[config.mk]
export PLATFORM = sky130hd
export DESIGN_NAME = bus_merge
export DESIGN_NICKNAME = d
export VERILOG_FILES = /design/src/source/versat_io_pkg.sv /design/src/source/bus_merge.sv
export SDC_FILE = /design/constraint.sdc
export NUM_CORES = 1
export LEC_CHECK = 0
export ABC_CLOCK_PERIOD_IN_PS = 2100
export BUFFER_PORTS_ARGS = -buffer_cell sky130_fd_sc_hd__buf_2
export CAP_MARGIN = 20
export CORE_AREA = 2 2 124 126
export DETAILED_ROUTE_END_ITERATION = 8
export DIE_AREA = 0 0 126 128
export HOLD_SLACK_MARGIN = 0.15
export PLACE_DENSITY = 0.46
export REMOVE_ABC_BUFFERS = 1
export SKIP_CTS_REPAIR_TIMING = 1
export SYNTH_ARGS = -nofsm -noshare
export SYNTH_HDL_FRONTEND = slang
export SYNTH_SLANG_ARGS = --single-unit
[constraint.sdc]
create_clock -name clk -period 2.1 [get_ports clk]
set_clock_uncertainty 0.15 [all_clocks]
set_input_delay 0.21 -clock clk [delete_from_list [all_inputs] [get_ports clk]]
set_output_delay 0.21 -clock clk [all_outputs]
set_load 0.01 [all_outputs]
[src/source/versat_io_pkg.sv]
package versat_io_pkg;

   // widths
   localparam int DATA_W    = 32;
   localparam int STRB_W    = DATA_W / 8;
   localparam int MEM_AW    = 10;
   localparam int MEM_WORDS = 1 << MEM_AW;
   localparam int CPU_AW    = 12;
   localparam int LEN_W     = 10;

   // cpu address map
   localparam int WIN_BIT  = 11;
   localparam int UNIT_MSB = 5;
   localparam int UNIT_LSB = 2;
   localparam int UNIT_W   = UNIT_MSB - UNIT_LSB + 1;
   localparam int REG_MSB  = 1;

   typedef logic [DATA_W-1:0] data_t;
   typedef logic [STRB_W-1:0] strb_t;
   typedef logic [MEM_AW-1:0] mem_addr_t;
   typedef logic [CPU_AW-1:0] cpu_addr_t;
   typedef logic [LEN_W-1:0]  len_t;

   typedef enum logic [REG_MSB:0] {
      reg_src  = 2'd0,
      reg_dst  = 2'd1,
      reg_len  = 2'd2,
      reg_ctrl = 2'd3
   } reg_sel_e;

   // native bus, wstrb of zero is a read
   typedef struct packed {
      logic      valid;
      mem_addr_t addr;
      data_t     wdata;
      strb_t     wstrb;
   } bus_req_t;

   typedef struct packed {
      data_t rdata;
      logic  ready;
   } bus_resp_t;

   typedef struct packed {
      mem_addr_t src;
      mem_addr_t dst;
      len_t      len;
   } copy_cfg_t;

   typedef enum logic [1:0] {
      copy_idle,
      copy_read,
      copy_write
   } copy_state_e;

endpackage
[src/source/bus_merge.sv]
`timescale 1ns/1ps

module bus_merge
   import versat_io_pkg::*;
#(
   parameter int N_MASTERS = 3
) (
   input  logic                        clk,
   input  logic                        rst,
   input  bus_req_t  [N_MASTERS-1:0]   m_req,
   input  bus_resp_t                   s_resp,
   output bus_resp_t [N_MASTERS-1:0]   m_resp,
   output bus_req_t                    s_req
);

   localparam int SEL_W = (N_MASTERS > 1) ? $clog2(N_MASTERS) : 1;

   logic [SEL_W-1:0]     prio;
   logic [SEL_W-1:0]     sel;
   logic [SEL_W-1:0]     sel_reg;
   logic                 locked;
   logic [N_MASTERS-1:0] m_valid;
   logic [N_MASTERS-1:0] m_ready;

   // highest valid index wins
   always_comb begin
      prio = '0;
      for (int k = 0; k < N_MASTERS; k++) begin
         if (m_req[k].valid) begin
            prio = SEL_W'(k);
         end
      end
   end

   assign sel   = locked ? sel_reg : prio;
   assign s_req = m_req[sel];

   // lock from the first valid cycle until the slave answers
   always_ff @(posedge clk or posedge rst) begin
      if (rst) begin
         locked  <= 1'b0;
         sel_reg <= '0;
      end else begin
         sel_reg <= sel;
         if (locked) begin
            if (s_resp.ready) begin
               locked <= 1'b0;
            end
         end else if (s_req.valid) begin
            locked <= 1'b1;
         end
      end
   end

   // response goes back to the registered grant
   always_comb begin
      for (int j = 0; j < N_MASTERS; j++) begin
         m_resp[j]  = (SEL_W'(j) == sel_reg) ? s_resp : '0;
         m_valid[j] = m_req[j].valid;
         m_ready[j] = m_resp[j].ready;
      end
   end

   // granted request stays put until the slave answers
   a_sel_locked: assert property (@(posedge clk) disable iff (rst)
      locked && !s_resp.ready |=> s_req.valid && $stable(s_req));

   // ready only reaches a master that still requests
   a_ready_to_req: assert property (@(posedge clk) disable iff (rst)
      (m_ready & ~m_valid) == '0);

endmodule

==> flow_summary_export.csv <==
group,metric,value,unit
critical_path,worstSetupPathType,"flip-flop to primary output",
logic_synthesis,avgSynthCellArea,6.904,um^2
logic_synthesis,yosysTopAreaCell,"and2_1",
cells_and_area,nets,782,
clock_network,htreeDepth,1,
logic_synthesis,ys_seq_area_share,3.856,%
logic_synthesis,syn_inst,282,
global_route,grt_max_degree,47,
hold_path,whs_path_depth,3,
critical_path,end_kind,"primary output",
hold_path,min_to,"locked",
route,drtAntennaViolNets,0,
floorplanning,dieWidth,126,um
critical_path,r2r_cells,4,
global_route,grtUsageTotal,11.45,%
timing,setup_tns,0,ps
placement,dp_hpwl,9400,um
clock_network,clock_sinks,3,
placement,portBuffers,321,
placement,placed_cell_area,0.003724,mm^2
pwr,powerDensity,503.8,mW/mm^2
critical_path,start_kind,"flip-flop",
critical_path,crit_start,"locked",
global_route,grt.overflow.total,0,
timing,timing.final.crit_share,98.10,%
timing,slew_headroom,79.90,%
critical_path,cp.required,1740,ps
logic_synthesis,ys_warn_count,0,
placement,gp_congestion,0.7221,
pwr,p_switching,0.9284,mW
route,wire_per_inst,14.39,um
route,wirelength,11410,um
cells_and_area,largest_reg_flops,2,
route,via_count,3072,
logic_synthesis,ys_top_cells_by_area,"and2_1, mux2i_1, o21ai_1, nand2_1, o21ai_2",
cells_and_area,drive_above_1_share,61.49,%
clock_network,cts_buffers,3,
timing,finalMaxSlewViolations,0,
floorplanning,ios,322,
timing,setup-violations-final,0,
floorplanning,start_util,13.10,%
logic_synthesis,yosysTopAreaCellShare,31.81,%
clock_network,root_buffer,"clkbuf_16",
hold_path,hold_start,"m_req[46]",
timing,tightest_slew,297.7,ps
pwr,pwr-share-seq,3.9,%
route,drt_iter0_markers,76,
critical_path,max_stage_delay,420,ps
critical_path,r2r-start,"locked",
critical_path,critPathArrivalTime,1700,ps
critical_path,crit_path_cell_trace,"nand2_2, o21ai_4, buf_12, buf_12, mux2i_1, o21ai_2, buf_2",
global_route,grt_pass1_vias,2567,
floorplanning,core.rowCount,45,
route,drc_errors,0,
logic_synthesis,syn_area,0.001947,mm^2
clock_network,cts_tree,"yes",
cells_and_area,antenna_cells,0,
pwr,leakage,2.262,nW
logic_synthesis,ys_seq_elements,3,
timing,final-hold-violation-count,0,
critical_path,cp_common_cell,"buf_12",
cells_and_area,syn2layout_area_growth,101.9,%
hold_path,hp-class,"primary input to flip-flop",
clock_network,worstSkewPairLatency,220,ps
job,drv_cap,0,
global_route,grt_pass1_wl,14790,um
pwr,combinationalPowerShare,80.8,%
critical_path,r2r_slack,880,ps
outcome,status,"finished clean",
critical_path,cp_slowest_cell,"dfrtp_1",
logic_synthesis,yosysUniqueCellTypes,26,
global_route,antenna_found_initial,0,
critical_path,r2r-end,"sel_reg[1]",
timing,rsz0062_at_grt,"no",
floorplanning,die-area,0.01613,mm^2
pwr,p_sw_share,46.88,%
route,viasPerCell,3.874,
timing,timing.fmax,0.4854,GHz
floorplanning,core,0.01486,mm^2
route,dr.pass1.iters,4,
pwr,p_clk_share,15.3,%
pwr,ir_drop,0.1606,mV
cells_and_area,design_area,0.003931,mm^2
pwr,power,1.980,mW
pwr,p_int,1.052,mW
floorplanning,die_y,128,um
critical_path,path_max_fanout,24,
timing,period_minus_slack,2060,ps
clock_network,clk_path_buf_depth,2,
clock_network,clk_pin_slew,30,ps
## Yosys cell counts (all sizes together)
master / n
mux2: 1
buf: 12
nor3: 1
a21oi: 1
dfrtp: 3
inv: 2
mux2i: 47
nor2: 1
nand2b: 1
nor2b: 2
clkbuf: 13
nand2: 48
or2b: 1
o21ai: 49
o311ai: 1
and2: 99
## cells by family (layout without fill, tap and decap cells)
family / count (synthesis) / after routing / synth area share, %
AO/OA/AOI/OAI: 51 / 51 / 15.81
buffers and inverters: 27 / 348 / 10.73
flip-flops: 3 / 3 / 3.856
multiplexers: 48 / 50 / 24.94
AND/OR/NAND/NOR: 153 / 153 / 44.67
## worst max-delay path, delay by kind of cell (launching register included)
kind	cells	cell delay (ps)
buffers and inverters	3	500
AO/OA/AOI/OAI	2	150
multiplexers	1	290
AND/OR/NAND/NOR	1	100
flip-flops	1	420
## metal layers
metal,track usage (%),vias to the layer above,routed length [um]
met3,1.669,2,958
met4,1.164,0,19
li1,-,1575,-
met5,0,-,0
met1,15.08,1305,4775
met2,20.49,190,5659
## metrics by stage
step	hold WS (ps)	setup WS, ps	util [%]	instances
finish	182.9	39.91	26.45	793
global route	193.7	5.670	26.45	793
CTS	-301.0	-235.1	25.58	783
detailed placement	-67.11	-16.60	25.05	779
global placement	-68.37	36.88	25.05	779
floorplan	-186.4	-1010	-	257
## power groups by stage
stage	logic (mW)	registers, mW	clock network, mW
floorplan	0.774	0.0774	0
global placement	1.54	0.0750	0
detailed placement	1.54	0.0745	0
CTS	1.54	0.0740	0.307
global route	1.73	0.0777	0.310
finish	1.60	0.0763	0.303
## how the worst max path moves through the flow
| stage | end | slack, ps |
|---|---|---|
| floorplan | s_req[0] | -1010 |
| global placement | s_req[6] | 40 |
| global route | s_req[6] | 6 |
| CTS | s_req[6] | -240 |
| detailed placement | s_req[6] | -20 |
| finish | s_req[6] | 40 |
## placed cells by master, fill, tap and decap left out
cell type | Yosys | final
buf_2 | 1 | 321
and2_1 | 99 | 99
mux2i_1 | 47 | 47
nand2_1 | 38 | 38
o21ai_1 | 37 | 36
buf_4 | 2 | 15
nand2_2 | 10 | 10
o21ai_2 | 10 | 10
clkbuf_16 | 0 | 3
buf_12 | 1 | 3
inv_1 | 2 | 2
o21ai_4 | 1 | 2
mux2_4 | 1 | 2
dlygate4sd3_1 | 0 | 2
dfrtp_1 | 3 | 2
nor2b_4 | 0 | 1
nor2b_2 | 1 | 1
nor2_1 | 1 | 1
nand2b_4 | 1 | 1
mux2_8 | 0 | 1
o21ai_0 | 1 | 1
or2b_1 | 1 | 1
o311ai_0 | 1 | 1
nor3_1 | 1 | 1
a21oi_1 | 1 | 1
clkbuf_1 | 12 | 1
buf_6 | 3 | 1
dfrtp_2 | 0 | 1
## layout make-up
cell class,instances,area (um^2)
clock buffers,4,78.83
fillers,1662,10930
inverters,2,7.507
multi-input cells,254,1723
flip-flops and latches,3,76.32
well taps,188,235.2
repair buffers,342,1810
Power figures use the tool's default switching activity.
