`config.mk`:
```
export PLATFORM = sky130hd
export DESIGN_NAME = cpu_reg_decode
export DESIGN_NICKNAME = d
export VERILOG_FILES = /design/src/source/versat_io_pkg.sv /design/src/source/cpu_reg_decode.sv
export SDC_FILE = /design/constraint.sdc
export NUM_CORES = 1
export LEC_CHECK = 0
export ABC_AREA = 1
export BUFFER_PORTS_ARGS = -buffer_cell sky130_fd_sc_hd__buf_4
export CAP_MARGIN = 10
export CORE_ASPECT_RATIO = 1.4
export CORE_MARGIN = 8
export CORE_UTILIZATION = 40
export CTS_CLUSTER_SIZE = 14
export DETAILED_ROUTE_END_ITERATION = 10
export HOLD_SLACK_MARGIN = 0.02
export MAX_ROUTING_LAYER = met4
export PLACE_DENSITY = 0.73
export SLEW_MARGIN = 20
export SYNTH_ARGS = -nofsm -noshare
export SYNTH_HDL_FRONTEND = slang
export SYNTH_SLANG_ARGS = --single-unit
```
`constraint.sdc`:
```
create_clock -name clk -period 2.17 [get_ports clk]
set_clock_uncertainty 0.05 [all_clocks]
set_input_delay 0.1085 -clock clk [delete_from_list [all_inputs] [get_ports clk]]
set_output_delay 0.1085 -clock clk [all_outputs]
set_load 0.005 [all_outputs]
```
`src/source/versat_io_pkg.sv`:
```
package versat_io_pkg;

   // widths
   localparam int DATA_W    = 32;
   localparam int STRB_W    = DATA_W / 8;
   localparam int MEM_AW    = 10;
   localparam int MEM_WORDS = 1 << MEM_AW;
   localparam int CPU_AW    = 12;
   localparam int LEN_W     = 10;

   // cpu address map
   localparam int WIN_BIT  = 11;
   localparam int UNIT_MSB = 5;
   localparam int UNIT_LSB = 2;
   localparam int UNIT_W   = UNIT_MSB - UNIT_LSB + 1;
   localparam int REG_MSB  = 1;

   typedef logic [DATA_W-1:0] data_t;
   typedef logic [STRB_W-1:0] strb_t;
   typedef logic [MEM_AW-1:0] mem_addr_t;
   typedef logic [CPU_AW-1:0] cpu_addr_t;
   typedef logic [LEN_W-1:0]  len_t;

   typedef enum logic [REG_MSB:0] {
      reg_src  = 2'd0,
      reg_dst  = 2'd1,
      reg_len  = 2'd2,
      reg_ctrl = 2'd3
   } reg_sel_e;

   // native bus, wstrb of zero is a read
   typedef struct packed {
      logic      valid;
      mem_addr_t addr;
      data_t     wdata;
      strb_t     wstrb;
   } bus_req_t;

   typedef struct packed {
      data_t rdata;
      logic  ready;
   } bus_resp_t;

   typedef struct packed {
      mem_addr_t src;
      mem_addr_t dst;
      len_t      len;
   } copy_cfg_t;

   typedef enum logic [1:0] {
      copy_idle,
      copy_read,
      copy_write
   } copy_state_e;

endpackage
```
`src/source/cpu_reg_decode.sv`:
```
`timescale 1ns/1ps

module cpu_reg_decode
   import versat_io_pkg::*;
#(
   parameter int N_UNITS = 2
) (
   input  logic                      clk,
   input  logic                      rst,
   input  logic                      valid,
   input  cpu_addr_t                 addr,
   input  data_t                     wdata,
   input  strb_t                     wstrb,
   input  logic [N_UNITS-1:0]        busy,
   input  bus_resp_t                 mem_resp,
   output data_t                     rdata,
   output logic                      ready,
   output copy_cfg_t [N_UNITS-1:0]   cfg,
   output logic [N_UNITS-1:0]        start,
   output bus_req_t                  mem_req
);

   logic              win;
   logic [UNIT_W-1:0] unit;
   reg_sel_e          rsel;
   logic              reg_acc;
   logic              reg_ready;
   data_t             reg_rdata;
   data_t             rd_val;

   assign win  = addr[WIN_BIT];
   assign unit = addr[UNIT_MSB:UNIT_LSB];
   assign rsel = reg_sel_e'(addr[REG_MSB:0]);

   // first cycle of a register access, the held cycle is masked by ready
   assign reg_acc = valid && !win && !reg_ready;

   // register readback, unused unit index reads zero
   always_comb begin
      rd_val = '0;
      for (int k = 0; k < N_UNITS; k++) begin
         if (unit == UNIT_W'(k)) begin
            case (rsel)
               reg_src:  rd_val = data_t'(cfg[k].src);
               reg_dst:  rd_val = data_t'(cfg[k].dst);
               reg_len:  rd_val = data_t'(cfg[k].len);
               reg_ctrl: rd_val = data_t'(busy[k]);
            endcase
         end
      end
   end

   always_ff @(posedge clk or posedge rst) begin
      if (rst) begin
         reg_ready <= 1'b0;
         start     <= '0;
         cfg       <= '0;
      end else begin
         reg_ready <= reg_acc;
         start     <= '0;
         if (reg_acc && wstrb != '0) begin
            for (int k = 0; k < N_UNITS; k++) begin
               if (unit == UNIT_W'(k)) begin
                  case (rsel)
                     reg_src:  cfg[k].src <= mem_addr_t'(wdata);
                     reg_dst:  cfg[k].dst <= mem_addr_t'(wdata);
                     reg_len:  cfg[k].len <= len_t'(wdata);
                     reg_ctrl: start[k]   <= 1'b1;
                  endcase
               end
            end
         end
      end
   end

   always_ff @(posedge clk) begin
      if (reg_acc) begin
         reg_rdata <= rd_val;
      end
   end

   // memory window goes out as master 0
   assign mem_req = '{
      valid: valid && win,
      addr:  mem_addr_t'(addr),
      wdata: wdata,
      wstrb: wstrb
   };

   // merge zeroes the response unless master 0 was granted
   assign ready = reg_ready || mem_resp.ready;
   assign rdata = reg_ready ? reg_rdata : mem_resp.rdata;

endmodule

```
==> impl_metrics.csv <==
group,metric,value,unit
outcome,status,"finished clean",
layout,fillers,990,
yosys,netlist_area,4120,sq um
hold_path,whs_path_depth,3,
drt,wl_per_cell,18.8,um
setup_path,r2r_start,"reg_ready$_DFF_PP0_",
drt,drc,0,
setup_path,path_class,"reg2reg",
grt,use_met3,10.6,%
power_and_ir_drop,clock_power_share,40.3,%
drt,drtIter0Drc,316,
setup_path,reg2reg_slack,0.36,ns
floorplan,start_util,40.5,%
drt,antenna_left,0,
grt,grt_pass1_vias,4156,
setup_path,crit_required,2.40,ns
power_and_ir_drop,p_int,0.00273,W
power_and_ir_drop,p_leak,3.17,nW
setup_path,critPathBufInv,2,
setup_path,r2r-end,"cfg[56]$_DFFE_PP0P_",
floorplan,ioPinCount,228,
sta,rsz0062_at_grt,"false",
sta,setup_ws,0.357,ns
yosys,ys.warnings.count,0,
clock_tree,clkSinkCount,73,
setup_path,critPathTopFamily,"simple AND/OR/NAND/NOR gates",
placement,hpwl,12000,um
sta,final-setup-viol-count,0,
sta,worst-slew-pin-transition,0.547,ns
layout,final_cell_area,5590,sq um
floorplan,die_x,102,um
drt,via_count,4137,
drt,wl,15600,um
sta,finalSetupTns,0,ns
floorplan,core-area,10200,sq um
setup_path,arrival,2.04,ns
yosys,synth.distinct_cells,21,
grt,grt_pass1_wl,23300,um
power_and_ir_drop,power_frac_seq,42.2,%
clock_tree,cts_max_path_buffers,2,
clock_tree,htreeDepth,3,
grt,grt_max_degree,34,
setup_path,cp-start-kind,"register",
clock_tree,post_cts_resized,0,
sta,timing.fmax,0.552,GHz
yosys,synth.yosys.seq_area_share,45.5,%
hold_path,worstHoldEndpoint,"cfg[5]$_DFFE_PP0P_",
power_and_ir_drop,swShare,25.5,%
run,cap_violations,0,
setup_path,endpoint_kind,"register",
layout,final_common_cell,"nand2_1",
sta,relSlewSlack,63.5,%
grt,antenna_found_initial,1,
drt,first_pass_iters,7,
grt,grt-busiest-layer,"met2",
setup_path,crit_fanout,30,
sta,period_minus_slack,1.81,ns
clock_tree,cts.reportedPaths.clkPinSlew,0.05,ns
placement,gp_congestion,0.868,
power_and_ir_drop,power.net_switching,0.000935,W
floorplan,die_h,136,um
yosys,synth_cells,551,
placement,placed_cell_area,5210,sq um
grt,use_met1,22.3,%
clock_tree,cts_root_buffer,"clkbuf_16",
setup_path,rr_worst_depth,8,
floorplan,die_area,13900,sq um
floorplan,fp-row-count,44,
layout,finalNetCount,770,
power_and_ir_drop,total_power,0.00366,W
setup_path,cp_cell_sequence,"inv_2 > nand2_2 > nor2_8 > nand2_4 > nor2_4 > buf_4 > nand3_1 > nand2_1",
clock_tree,clk-insertion-delay-late,0.34,ns
yosys,synth_nets,637,
hold_path,min_path_type,"in2reg",
hold_path,hp-start,"wdata[5]",
power_and_ir_drop,power.share.combinational,17.5,%
power_and_ir_drop,powerDensity,656,nW/um^2
power_and_ir_drop,vdd_drop_max,0.428,mV
grt,overflow,0,
grt,track_usage,23.0,%
clock_tree,cts_inserted_buffers,9,
layout,drive_above_1_share,31.8,%
grt,use_met2,37.3,%
sta,maxSlewViolCount,0,
setup_path,crit_path_max_incr_delay,0.38,ns
placement,place_ws,0.345,ns
yosys,synth-seq-cells,73,
clock_tree,cts_tree,"done",
sta,fin_crit_sh,83.6,%
yosys,syn_avg_cell_area,7.48,sq um
setup_path,cpMaxStageDelayCell,"dfrtp_1",
layout,final_cell_mix,"nand2_1, buf_4, nand3_1",
drt,vias_per_cell,5.00,
layout,syn2layout_area_growth,35.5,%
sta,hold_viol_final,0,
placement,port_buffers,174,
[flip-flops by register name (all words and copies together) (netlist names)]
name and flops:
reg_rdata 10, cfg 60, reg_ready 1, start 2
[worst min-delay path: stages]
cell     delay [ns]
buf_4          0.13
nand3_1        0.08
nand2_1        0.05
[area by class of cell]
cell class                 instances  area, sq um  share of cell area [%]
sequential                        73         1880                    33.6
multi-input combinational        374         1630                    29.1
timing repair buffer             193         1480                    26.5
clock buffer                      15          298                    5.33
tap                              138          173                    3.09
inverter                          33          124                    2.22
clock inverter                     1         7.51                   0.134
antenna                            1         2.50                  0.0448
[Yosys cell counts]
master    number  share of area [%]
clkbuf_1      10               0.91
nor2_2         1               0.15
buf_6          4                1.1
nand3_1       80                9.7
or2_2          1               0.15
nand4_1        1               0.15
nor3_1         3               0.36
nand2_1      246                 22
nor2_1        28                2.6
buf_2          6               0.73
edfxtp_1      10                7.3
nor2_8         1               0.49
nand2_4        1               0.27
inv_2          2               0.18
nand2_2        1               0.15
dfrtp_1       63                 38
o21ai_0        1               0.12
buf_4         51                9.3
inv_1         31                2.8
nand4_2        6                1.8
nor2_4         4                1.1
[through the flow]
stage          util (%)  cells  hold WS (ns)
3_5_place_dp       51.1    804         0.148
4_1_cts            54.8    827        0.0217
2_1_floorplan         -    551         0.174
5_1_grt            54.8    828        0.0423
6_report           54.8    828        0.0189
3_3_place_gp       51.1    804         0.136
[power by group through the flow]
stage | combinational [W] | clock (W) | sequential, W
after CTS | 0.000651 | 0.00149 | 0.00154
final | 0.000639 | 0.00148 | 0.00155
after detailed placement | 0.000638 | 0 | 0.00157
after global routing | 0.000707 | 0.00155 | 0.00156
after global placement | 0.000627 | 0 | 0.00157
after floorplan | 0.000293 | 0 | 0.00156
[per-layer routing]
| layer | up-vias | part of all wire (%) | routed length, um |
|---|---|---|---|
| met2 | 232 | 48 | 7470 |
| met5 | - | 0 | 0 |
| met3 | 54 | 14 | 2120 |
| met1 | 1912 | 34 | 5290 |
| li1 | 1939 | - | - |
| met4 | 0 | 4.4 | 682 |
[what timing repair did]
| item | in CTS | in global routing |
|---|---|---|
| endpoints found under the hold margin | 47 | 0 |
| hold buffers | 7 | 0 |
| buffers inserted | 0 | 0 |
[logic make-up after synthesis]
| group | count (synthesis) | synth area share, % |
|---|---|---|
| flip-flops | 73 | 45.5 |
| AND/OR/NAND/NOR | 373 | 39.3 |
| AO/OA/AOI/OAI | 1 | 0.121 |
| buffers and inverters | 104 | 15.0 |
[worst max-delay path by stage]
stage          slack [ns]  cells past startpoint                 from                   to
3_5_place_dp         0.35                      8  reg_ready$_DFF_PP0_  cfg[56]$_DFFE_PP0P_
6_report             0.36                      8  reg_ready$_DFF_PP0_  cfg[56]$_DFFE_PP0P_
4_1_cts              0.33                      8  reg_ready$_DFF_PP0_   cfg[0]$_DFFE_PP0P_
5_1_grt              0.19                      8  reg_ready$_DFF_PP0_  cfg[25]$_DFFE_PP0P_
3_3_place_gp         0.41                      8  reg_ready$_DFF_PP0_  cfg[59]$_DFFE_PP0P_
2_1_floorplan        0.44                      1                  rst   cfg[0]$_DFFE_PP0P_
No activity file was read; power rests on OpenSTA's default activity.
