$ cat src/source/versat_io_pkg.sv
package versat_io_pkg;

   // widths
   localparam int DATA_W    = 32;
   localparam int STRB_W    = DATA_W / 8;
   localparam int MEM_AW    = 10;
   localparam int MEM_WORDS = 1 << MEM_AW;
   localparam int CPU_AW    = 12;
   localparam int LEN_W     = 10;

   // cpu address map
   localparam int WIN_BIT  = 11;
   localparam int UNIT_MSB = 5;
   localparam int UNIT_LSB = 2;
   localparam int UNIT_W   = UNIT_MSB - UNIT_LSB + 1;
   localparam int REG_MSB  = 1;

   typedef logic [DATA_W-1:0] data_t;
   typedef logic [STRB_W-1:0] strb_t;
   typedef logic [MEM_AW-1:0] mem_addr_t;
   typedef logic [CPU_AW-1:0] cpu_addr_t;
   typedef logic [LEN_W-1:0]  len_t;

   typedef enum logic [REG_MSB:0] {
      reg_src  = 2'd0,
      reg_dst  = 2'd1,
      reg_len  = 2'd2,
      reg_ctrl = 2'd3
   } reg_sel_e;

   // native bus, wstrb of zero is a read
   typedef struct packed {
      logic      valid;
      mem_addr_t addr;
      data_t     wdata;
      strb_t     wstrb;
   } bus_req_t;

   typedef struct packed {
      data_t rdata;
      logic  ready;
   } bus_resp_t;

   typedef struct packed {
      mem_addr_t src;
      mem_addr_t dst;
      len_t      len;
   } copy_cfg_t;

   typedef enum logic [1:0] {
      copy_idle,
      copy_read,
      copy_write
   } copy_state_e;

endpackage
$ cat src/source/io_copy_unit.sv
`timescale 1ns/1ps

module io_copy_unit
   import versat_io_pkg::*;
(
   input  logic      clk,
   input  logic      rst,
   input  copy_cfg_t cfg,
   input  logic      start,
   input  bus_resp_t bus_resp,
   output logic      busy,
   output bus_req_t  bus_req
);

   copy_state_e state;
   copy_cfg_t   cfg_q;
   len_t        idx;
   len_t        idx_next;
   data_t       data_q;
   logic        accept;

   // zero length or busy starts are dropped
   assign accept   = (state == copy_idle) && start && (cfg.len != '0);
   assign idx_next = idx + len_t'(1);
   assign busy     = (state != copy_idle);

   // one read then one write per word
   always_comb begin
      bus_req = '0;
      case (state)
         copy_read: begin
            bus_req.valid = 1'b1;
            bus_req.addr  = cfg_q.src + idx;
         end
         copy_write: begin
            bus_req.valid = 1'b1;
            bus_req.addr  = cfg_q.dst + idx;
            bus_req.wdata = data_q;
            bus_req.wstrb = '1;
         end
         default: begin
            bus_req = '0;
         end
      endcase
   end

   always_ff @(posedge clk or posedge rst) begin
      if (rst) begin
         state <= copy_idle;
         idx   <= '0;
      end else begin
         case (state)
            copy_idle: begin
               if (accept) begin
                  idx   <= '0;
                  state <= copy_read;
               end
            end
            copy_read: begin
               if (bus_resp.ready) begin
                  state <= copy_write;
               end
            end
            copy_write: begin
               if (bus_resp.ready) begin
                  if (idx_next == cfg_q.len) begin
                     state <= copy_idle;
                  end else begin
                     idx   <= idx_next;
                     state <= copy_read;
                  end
               end
            end
            default: begin
               state <= copy_idle;
            end
         endcase
      end
   end

   // config and word in flight
   always_ff @(posedge clk) begin
      if (accept) begin
         cfg_q <= cfg;
      end
      if (state == copy_read && bus_resp.ready) begin
         data_q <= bus_resp.rdata;
      end
   end

   // ready only for the request this unit holds
   a_ready_held: assert property (@(posedge clk) disable iff (rst)
      bus_resp.ready |-> bus_req.valid);

endmodule

$ cat config.mk
export PLATFORM = sky130hd
export DESIGN_NAME = io_copy_unit
export DESIGN_NICKNAME = d
export VERILOG_FILES = /design/src/source/versat_io_pkg.sv /design/src/source/io_copy_unit.sv
export SDC_FILE = /design/constraint.sdc
export NUM_CORES = 1
export LEC_CHECK = 0
export BUFFER_PORTS_ARGS = -buffer_cell sky130_fd_sc_hd__buf_2
export CORE_ASPECT_RATIO = 0.6
export CORE_MARGIN = 1
export CORE_UTILIZATION = 25
export CTS_BUF_LIST = sky130_fd_sc_hd__clkbuf_8
export DETAILED_ROUTE_END_ITERATION = 7
export GPL_TIMING_DRIVEN = 0
export PLACE_DENSITY_LB_ADDON = 0.08
export SYNTH_ARGS = -nofsm -noshare
export SYNTH_HDL_FRONTEND = slang
export SYNTH_SLANG_ARGS = --single-unit
$ cat constraint.sdc
create_clock -name clk -period 3.8 [get_ports clk]
set_clock_uncertainty 0.15 [all_clocks]
set_input_delay 0 -clock clk [delete_from_list [all_inputs] [get_ports clk]]
set_output_delay 0 -clock clk [all_outputs]
set_load 0.05 [all_outputs]
==> metrics.txt, run 1 <==
pwr dens 636 nW/um^2; Post-Synthesis Cells 303; Die Area 15600 um^2; CTS tree built; Cell Area, Placed 4590 um^2; Yosys reg bits 74; Synth top area share 0.495; max_cap viols 0; DR DRC count 0; Max clock buf depth 2; Reg clk slew, reported paths 0.08 ns; Peak VDD IR 304 uV; GRT Resource Usage Total 0.134; CTS buffer count 9; final wirelength 10.0 mm; register area share after synthesis 0.574; worst-path fanout max 10; post-layout instance area 5490 um^2; Hold WS 0.0851 ns; worst r2r src idx[0]; fin crit share 0.944; Placed Cells 614; worst r2r path cells 10; I/O Pins 114; Port-buffer cells 113; CP Data Arrival Time 3.44 ns; kind of critical path flop to output port; Slew @ Worst Pin 0.768 ns; vias in the first global route 3064; clk root buf clkbuf_8; worst path required time 3.65 ns; Die Y 97.1 um; pin count of the biggest net entering global routing 33; initial antenna violation count 0; Yosys warning total 0; Cell Count, Final, Fillers Out 697; first-pass GRT wire length 15.9 mm; Area Overhead vs Synth 45.8%; CP startpoint kind flop; Distinct cells, synth 53; final hold violations 0; Worst setup EP type output port; row count 34; WL/cell 14.3 um; DPL Wire Length 7.00 mm; RD Place Congestion 0.771; clock sinks 74; Starting DRT DRC Count 138; Hold WC Path Type primary input to asynchronous set/reset pin; Core ar. 14600 um^2; ys flop type edfxtp_1; Worst R2R Setup Slack 0.89 ns; via count 2901; initial core utilization 0.258; Synth Cell Area 3760 um^2; FILL cells 1474; clk_lat worst skew 0.35 ns; # diodes 0; share of cells above drive strength 1 0.349; FMAX 279 MHz; vias per inst 4.16; drt pass-1 iters 4; H-tree depth 3; Mapped Nets 385; Routed Antenna Nets 0; Final nets 576; Final Max Slew Viols 0; DIE WIDTH 160 um; Async S/R FF share, synth 0.162; total congestion overflow 0; largest cells by area after synthesis edfxtp_1 49%, dfrtp_1 8.0%, and2_1 6.6%; Reg2Reg Capture Point idx[0]; final setup violation count 0; Post-Syn Area per Cell 12.4 um^2; leakage 2.33 nW; relative slew slack 0.483; run status completed; Post-synth EDFFs 62; Tmin final 3.59 ns; leading area contributor after synthesis edfxtp_1
==> flip-flops by register name, summed over array words and instances (netlist names) <==
name / flops
data_q: 32
cfg_q: 30
idx: 10
state: 2
==> cell usage after synthesis (3+ instances only) <==
cell	count
nand2_1	5
nor2b_1	7
nor2_1	12
clkbuf_1	4
xnor2_1	10
o21ai_0	17
xor2_1	5
inv_1	16
nand3_1	7
mux2i_1	3
nor4_1	5
edfxtp_1	62
a21oi_1	14
nor3b_1	3
nor3_1	5
and2_1	40
mux2_2	10
a31oi_1	3
buf_4	4
ha_1	15
dfrtp_1	12
o21a_1	5
==> kinds of logic after synthesis <==
logic type | count (synthesis) | synth area share
adders and majority gates | 16 | 0.0552
buffers and inverters | 29 | 0.0405
muxes | 13 | 0.0379
AOI/OAI and AO/OA | 59 | 0.102
and+or+nand+nor | 97 | 0.155
xor gates and xnor gates | 15 | 0.0349
DFF | 74 | 0.574
==> worst max path at each step <==
stage / from / end / slack (ns)
6_report: state[0] / bus_req[44] / 0.21
5_1_grt: state[0] / bus_req[42] / -0.04
4_1_cts: state[0] / bus_req[44] / 0.03
3_5_place_dp: state[0] / bus_req[44] / -0.52
3_3_place_gp: state[0] / bus_req[44] / -0.52
2_1_floorplan: state[0] / bus_req[44] / -0.04
==> metal layers <==
layer	share of wire	track usage
met1	0.54	0.197
met5	0	0
met3	0.050	0.0354
met2	0.40	0.191
met4	0.0094	0.0396
==> cell usage in the layout (no fill, tap or decap), drive strengths merged, types with 4 or more instances in the layout <==
cell type	synthesis	routed
clkinv	0	4
nor4	5	5
buf	8	123
xnor2	10	10
and2	41	41
nor3	5	5
nor2	13	13
edfxtp	62	62
ha	15	15
inv	16	17
nand2	5	5
clkbuf	5	15
mux2	10	10
o21ai	17	17
o21a	5	5
dfrtp	12	12
dlygate4sd3	0	64
a22o	4	4
nand3	8	8
a21oi	14	14
xor2	5	5
nor2b	7	7
==> critical path, cell delays in order, from the launching register on <==
cell and delay, ns:
dfrtp_1 0.43, inv_1 0.11, ha_4 0.18, buf_8 0.15, clkbuf_8 0.18, mux2_2 0.23
ha_1 0.17, inv_1 0.06, fa_2 0.35, nor2b_2 0.15, o21ai_1 0.11, a21boi_2 0.22
o21ai_2 0.08, a21oi_1 0.18, xor2_1 0.16, and2_1 0.17, buf_6 0.17
==> through the flow <==
step,TNS (ns),util,worst slack [ns],total power (W)
final,0,0.376,0.213,0.00349
after global routing,-0.0616,0.376,-0.0395,0.00372
after CTS,0,0.373,0.0283,0.00352
after detailed placement,-1.35,0.314,-0.520,0.00285
after global placement,-1.38,0.314,-0.521,0.00284
after floorplan,-0.0446,-,-0.0446,0.00240
==> power by group <==
part	internal [W]	total [W]	switching, W	leakage (nW)
sequential	0.00106	0.00112	0.0000597	0.738
combinational	0.000561	0.00180	0.00124	1.50
clock	0.000241	0.000565	0.000324	0.0858
total	0.00186	0.00349	0.00163	2.33
==> repair_timing <==
action | in CTS | in global routing
resized for setup | 10 | 10
endpoints found under the hold margin | 75 | 0
hold buffers | 64 | 0
pin swaps | 1 | 1
setup endpoints to repair | 9 | 4
buffers inserted | 1 | 2
==> final cells by class <==
type | instances | area [um^2] | share of cell area
timing repair buffer | 180 | 1240 | 0.227
inverter | 16 | 60.1 | 0.0109
clock buffer | 9 | 124 | 0.0226
multi-input combinational | 200 | 1490 | 0.271
buffer | 13 | 106 | 0.0194
clock inverter | 7 | 55.1 | 0.0100
sequential | 74 | 2160 | 0.394
tap | 198 | 248 | 0.0451
No activity file was read; power rests on OpenSTA's default activity.
==> run 2, diff against run 1 <==
- CORE_UTILIZATION: 25 -> 40
==> run 2 against run 1 <==
  * Register-to-register slack better by 0.03 ns
  * Clock power is 4.4% higher
  * Via count is 3.7% higher
  * Global-route usage is 6.8 points higher
  * Combinational power hardly changed
  * Count of clock-buffer cells in the layout stayed put
  * Fmax is 1.0% lower
  * Wire length is 6.3% lower
  * Critical path depth stayed put
  * Critical path type unchanged
  * Largest power group unchanged
  * Highest routed layer unchanged
==> metrics.txt, run 2 (synthesis results as in run 1) <==
most frequent cells in the layout 111 x buf_2, 64 x dlygate4sd3_1, 62 x edfxtp_1; DPL Wire Length 6.46 mm (-7.7%); Starting DRT DRC Count 219 (+59%); FMAX 276 MHz (-1.0%); Port-buffer cells 113 (unchanged); Worst setup EP type output port; clk root buf clkbuf_8; CP Data Arrival Time 3.47 ns (+0.03 ns); final setup violation count 0 (unchanged); TNS Setup 0 ns (unchanged); Peak VDD IR 403 uV (+33%); RD Place Congestion 0.851 (+10%); initial antenna violation count 0 (unchanged); Final nets 576 (unchanged); Area Overhead vs Synth 43.8%; leakage 2.34 nW (+0.81%); via count 3008 (+3.7%); initial core utilization 0.427 (+0.169); vias in the first global route 2936 (-4.2%); CTS buffer count 9 (unchanged); final core occ 0.614 (+0.238); relative slew slack 0.404 (-0.0790); worst-path fanout max 10 (unchanged); fin crit share 0.954 (+0.00975); FILL cells 737 (-50%); first-pass GRT wire length 15.1 mm (-5.4%); RSZ-0062 raised after global routing no; CTS tree built; Max stage delay cell, worst path dfrtp_2; Max clock buf depth 2 (unchanged); biggest regs data_q: 32 flops, cfg_q: 30 flops, idx: 10 flops; Routed Antenna Nets 0 (unchanged); Die Y 77.2 um (-21%); PnR Total Power 0.00352 W (+0.85%); Final Max Slew Viols 0 (unchanged); Die Area 9820 um^2 (-37%); final wirelength 9.37 mm (-6.3%); Cell Count, Final, Fillers Out 625 (-10%); Reg clk slew, reported paths 0.08 ns (about the same); DR DRC count 0 (unchanged); final hold violations 0 (unchanged); Core ar. 8820 um^2 (-40%); Placed Cells 543 (-12%); Largest register FFs 32 (unchanged); most common cell after layout, fill and taps aside buf_2; clk_lat worst skew 0.35 ns (about the same); row count 26 (-24%); pwr dens 650 nW/um^2 (+2.2%); H-tree depth 3 (unchanged); Hold WS 0.0831 ns (-0.00200 ns); max_cap viols 0 (unchanged); share of cells above drive strength 1 0.343 (-0.00601); Tmin final 3.62 ns (+0.0370 ns); # diodes 0 (unchanged); run status completed; Cell Chain, Critical Path inv_1 -> ha_4 -> buf_6 -> clkbuf_8 -> mux2_2 -> ha_1 -> inv_1 -> fa_1 -> nor2b_2 -> o21ai_2 -> a21boi_2 -> o21ai_1 -> a21oi_1 -> xor2_1 -> and2_1 -> buf_6; I/O Pins 114 (unchanged); Largest Register data_q; Hold WC Path Type primary input to asynchronous set/reset pin; DIE WIDTH 127 um (-21%); drt pass-1 iters 4 (unchanged); kind of critical path flop to output port; GRT Resource Usage Total 0.203 (+0.0685); pin count of the biggest net entering global routing 33 (unchanged); CP startpoint kind flop; WL/cell 15.0 um (+4.5%); total congestion overflow 0 (unchanged); worst path required time 3.65 ns (about the same); slowest cell delay on critical path 0.45 ns (+0.02 ns); vias per inst 4.81 (+16%); clock sinks 74 (unchanged); Slew @ Worst Pin 0.893 ns (+0.126 ns)
## run 2: per-stage QoR
stage / area [um^2] / setup slack [ns]
floorplan: 3770 / -0.0446
global placement: 4490 / -0.318
detailed placement: 4520 / -0.325
CTS: 5370 / 0.0208
global route: 5410 / 0.0151
finish: 5410 / 0.176
## run 2: cell type report
class,instances,area (um^2),share of cell area
plain buffers,13,103,0.0190
inverters,16,60.1,0.0111
repair buffers,180,1260,0.233
multi-input cells,200,1490,0.274
well taps,126,158,0.0291
clock buffers,9,124,0.0229
clock inverters,7,61.3,0.0113
flip-flops and latches,74,2160,0.400
## run 2: repair_timing
action	4_1_cts	5_1_grt
endpoints found under the hold margin	75	0
pin swaps	0	1
hold buffers	64	0
gates resized for setup	9	9
setup endpoints to repair	6	4
setup buffers	0	2
## run 2: final timing paths
check | startpoint | endpoint | slack (ns) | cells past startpoint
hold / removal | rst | idx[5] | 0.08 | 3
min in group clk | start | idx[3] | 0.17 | 6
setup / recovery | state[0] | bus_req[44] | 0.18 | 16
max in group asynchronous | rst | state[0] | 3.03 | 3
hold reg to reg | idx[9] | idx[9] | 0.47 | 1
setup reg to reg | idx[0] | idx[4] | 0.92 | 10
## run 2: worst max-delay path, delay by kind of cell (launching register included)
| family | cells | cell delay (ns) |
|---|---|---|
| compound gates | 4 | 0.52 |
| xor+xnor | 1 | 0.16 |
| fa+ha+maj | 3 | 0.75 |
| buf+inv | 5 | 0.72 |
| flops | 1 | 0.45 |
| mux | 1 | 0.16 |
| simple gates | 2 | 0.35 |
## run 2: where the power goes
part           switching, W  internal (W)  leakage (nW)
sequential        0.0000601       0.00106         0.737
combinational       0.00124      0.000566          1.51
clock              0.000294      0.000296         0.102
## run 2: metal layers
metal	wire, um	vias up	GRT usage
met1	4560	1426	0.291
li1	-	1487	-
met3	527	9	0.0551
met2	4220	86	0.305
met5	0	-	0
met4	71	0	0.0429
==> run 3, diff against run 2 <==
- BUFFER_PORTS_ARGS: -buffer_cell sky130_fd_sc_hd__buf_2 -> -buffer_cell sky130_fd_sc_hd__buf_4
- CORE_MARGIN: 1 -> unset
==> run 3 against run 2 <==
  * Die area unchanged
  * Via count decreased by 1.0%
  * Worst hold slack about the same
  * Critical path type unchanged
==> metrics.txt, run 3 (synthesis results as in run 1) <==
clock sinks 74 (unchanged); biggest regs data_q: 32 flops, cfg_q: 30 flops, idx: 10 flops; total congestion overflow 0 (unchanged); Max stage delay cell, worst path dfrtp_2; max_cap viols 0 (unchanged); vias in the first global route 2889 (-1.6%); final hold violations 0 (unchanged); Largest Register data_q; first-pass GRT wire length 14.5 mm (-3.6%); Final Max Slew Viols 0 (unchanged); RD Place Congestion 0.853 (+0.16%); initial core utilization 0.427 (unchanged); drt pass-1 iters 4 (unchanged); DIE WIDTH 127 um (unchanged); WL/cell 14.7 um (-2.2%); share of cells above drive strength 1 0.346 (+0.00339); kind of critical path flop to output port; final wirelength 9.14 mm (-2.5%); initial antenna violation count 0 (unchanged); CP Data Arrival Time 3.42 ns (-0.05 ns); RSZ-0062 raised after global routing no; Worst R2R Setup Slack 1.01 ns (+0.09 ns); Die Y 77.2 um (unchanged); Max clock buf depth 2 (unchanged); Cell Chain, Critical Path inv_2 -> ha_4 -> buf_6 -> clkbuf_8 -> mux2_2 -> ha_1 -> a21o_1 -> a21oi_1 -> o21a_1 -> o21ai_0 -> a31oi_1 -> xnor2_1 -> and2_1 -> buf_4; Core ar. 8820 um^2 (unchanged); worst-path fanout max 10 (unchanged); crit path from state[0]; H-tree depth 3 (unchanged); Hold WC Path Type primary input to asynchronous set/reset pin; Die Area 9820 um^2 (unchanged); pin count of the biggest net entering global routing 33 (unchanged); slowest cell delay on critical path 0.45 ns (about the same); worst r2r path cells 10 (unchanged); CP startpoint kind flop; FMAX 280 MHz (+1.5%); GRT Resource Usage Total 0.197 (-0.00578); Tmin final 3.57 ns (-0.0519 ns); worst r2r src idx[1]; CP top delay family compound AO/OA/AOI/OAI gates; Worst setup EP type output port; most common cell after layout, fill and taps aside buf_4; worst path required time 3.65 ns (about the same); CTS buffer count 9 (unchanged); Hold WS 0.0835 ns (+0.000390 ns); Final nets 574 (-0.35%); clk_lat worst skew 0.36 ns (about the same); Multi-input gate area 1490 um^2 (+0.17%); FILL cells 665 (-9.8%); pwr dens 658 nW/um^2 (+1.2%); most frequent cells in the layout 117 x buf_4, 64 x dlygate4sd3_1, 62 x edfxtp_1; clk root buf clkbuf_8; Area Overhead vs Synth 51.7%; Largest register FFs 32 (unchanged); final setup violation count 0 (unchanged); run status completed; Starting DRT DRC Count 182 (-17%); leakage 2.40 nW (+2.5%); FF+latch area 2160 um^2 (unchanged); DPL Wire Length 6.25 mm (-3.2%); Reg clk slew, reported paths 0.08 ns (about the same); Port-buffer cells 113 (unchanged); relative slew slack 0.484 (+0.0799); row count 26 (unchanged); worst path bufs/invs 4 (-1); Slew @ Worst Pin 0.766 ns (-0.127 ns); Reg2Reg Capture Point idx[4]; Peak VDD IR 435 uV (+7.9%); DR DRC count 0 (unchanged); Cell Area, Placed 4780 um^2 (+5.6%); fin crit share 0.940 (-0.0137); I/O Pins 114 (unchanged); post-layout instance area 5710 um^2 (+5.5%); # diodes 0 (unchanged); CTS tree built; vias per inst 4.78 (-0.68%); Routed Antenna Nets 0 (unchanged); via count 2978 (-1.0%)
[run 3: cell count changes in the layout (fill, tap and decap cells not counted), sizes merged]
cell	delta
inv	+1
bufinv	+2
buf	-1
clkinvlp	+2
clkinv	-5
clkbuf	-1
[run 3: cell type report]
cell class / instances / area share
Inverter: 16 / 0.0105
Multi-Input combinational cell: 200 / 0.260
Clock buffer: 9 / 0.0217
Buffer: 13 / 0.0180
Tap cell: 126 / 0.0276
Clock inverter: 7 / 0.0206
Sequential cell: 74 / 0.379
Timing Repair Buffer: 178 / 0.263
[run 3: through the flow]
stage,total power (W),instances,utilization,setup slack (ns),TNS [ns]
6_report,0.00376,623,0.648,0.228,0
2_1_floorplan,0.00240,303,-,-0.0446,-0.0446
4_1_cts,0.00377,622,0.644,0.0143,0
3_3_place_gp,0.00293,542,0.542,-0.250,-0.428
5_1_grt,0.00395,623,0.648,0.0237,0
3_5_place_dp,0.00295,542,0.542,-0.273,-0.463
[run 3: worst max path at each step]
stage                             end  slack, ns  depth (start not counted)
after global routing      bus_req[44]       0.02                         16
after detailed placement  bus_req[44]      -0.27                         16
after CTS                 bus_req[44]       0.01                         16
final                     bus_req[45]       0.23                         14
after global placement    bus_req[44]      -0.25                         16
after floorplan           bus_req[44]      -0.04                         15
[run 3: power breakdown]
part	switching, W	internal [W]	total, W
clock network	0.000309	0.000436	0.000745
registers	0.0000617	0.00106	0.00112
logic	0.00123	0.000655	0.00189
[run 3: timing repair]
| item | 4_1_cts | 5_1_grt |
|---|---|---|
| hold buffers | 64 | 0 |
| buffers inserted | 0 | 1 |
| pin swaps | 1 | 2 |
| endpoints found under the setup margin | 6 | 4 |
| hold endpoints to repair | 75 | 0 |
| gates resized for setup | 6 | 10 |
[run 3: worst min-delay path, delay by kind of cell]
family	cells	cell delay [ns]
buffers and inverters	3	1.05
[run 3: metal layers]
layer	up-vias	routed length, um	GRT usage	share of wire
li1	1479	-	-	-
met1	1385	4500	0.278	0.49
met2	102	4050	0.288	0.44
met3	12	508	0.0663	0.056
met4	0	82	0.0512	0.0090
met5	-	0	0	0
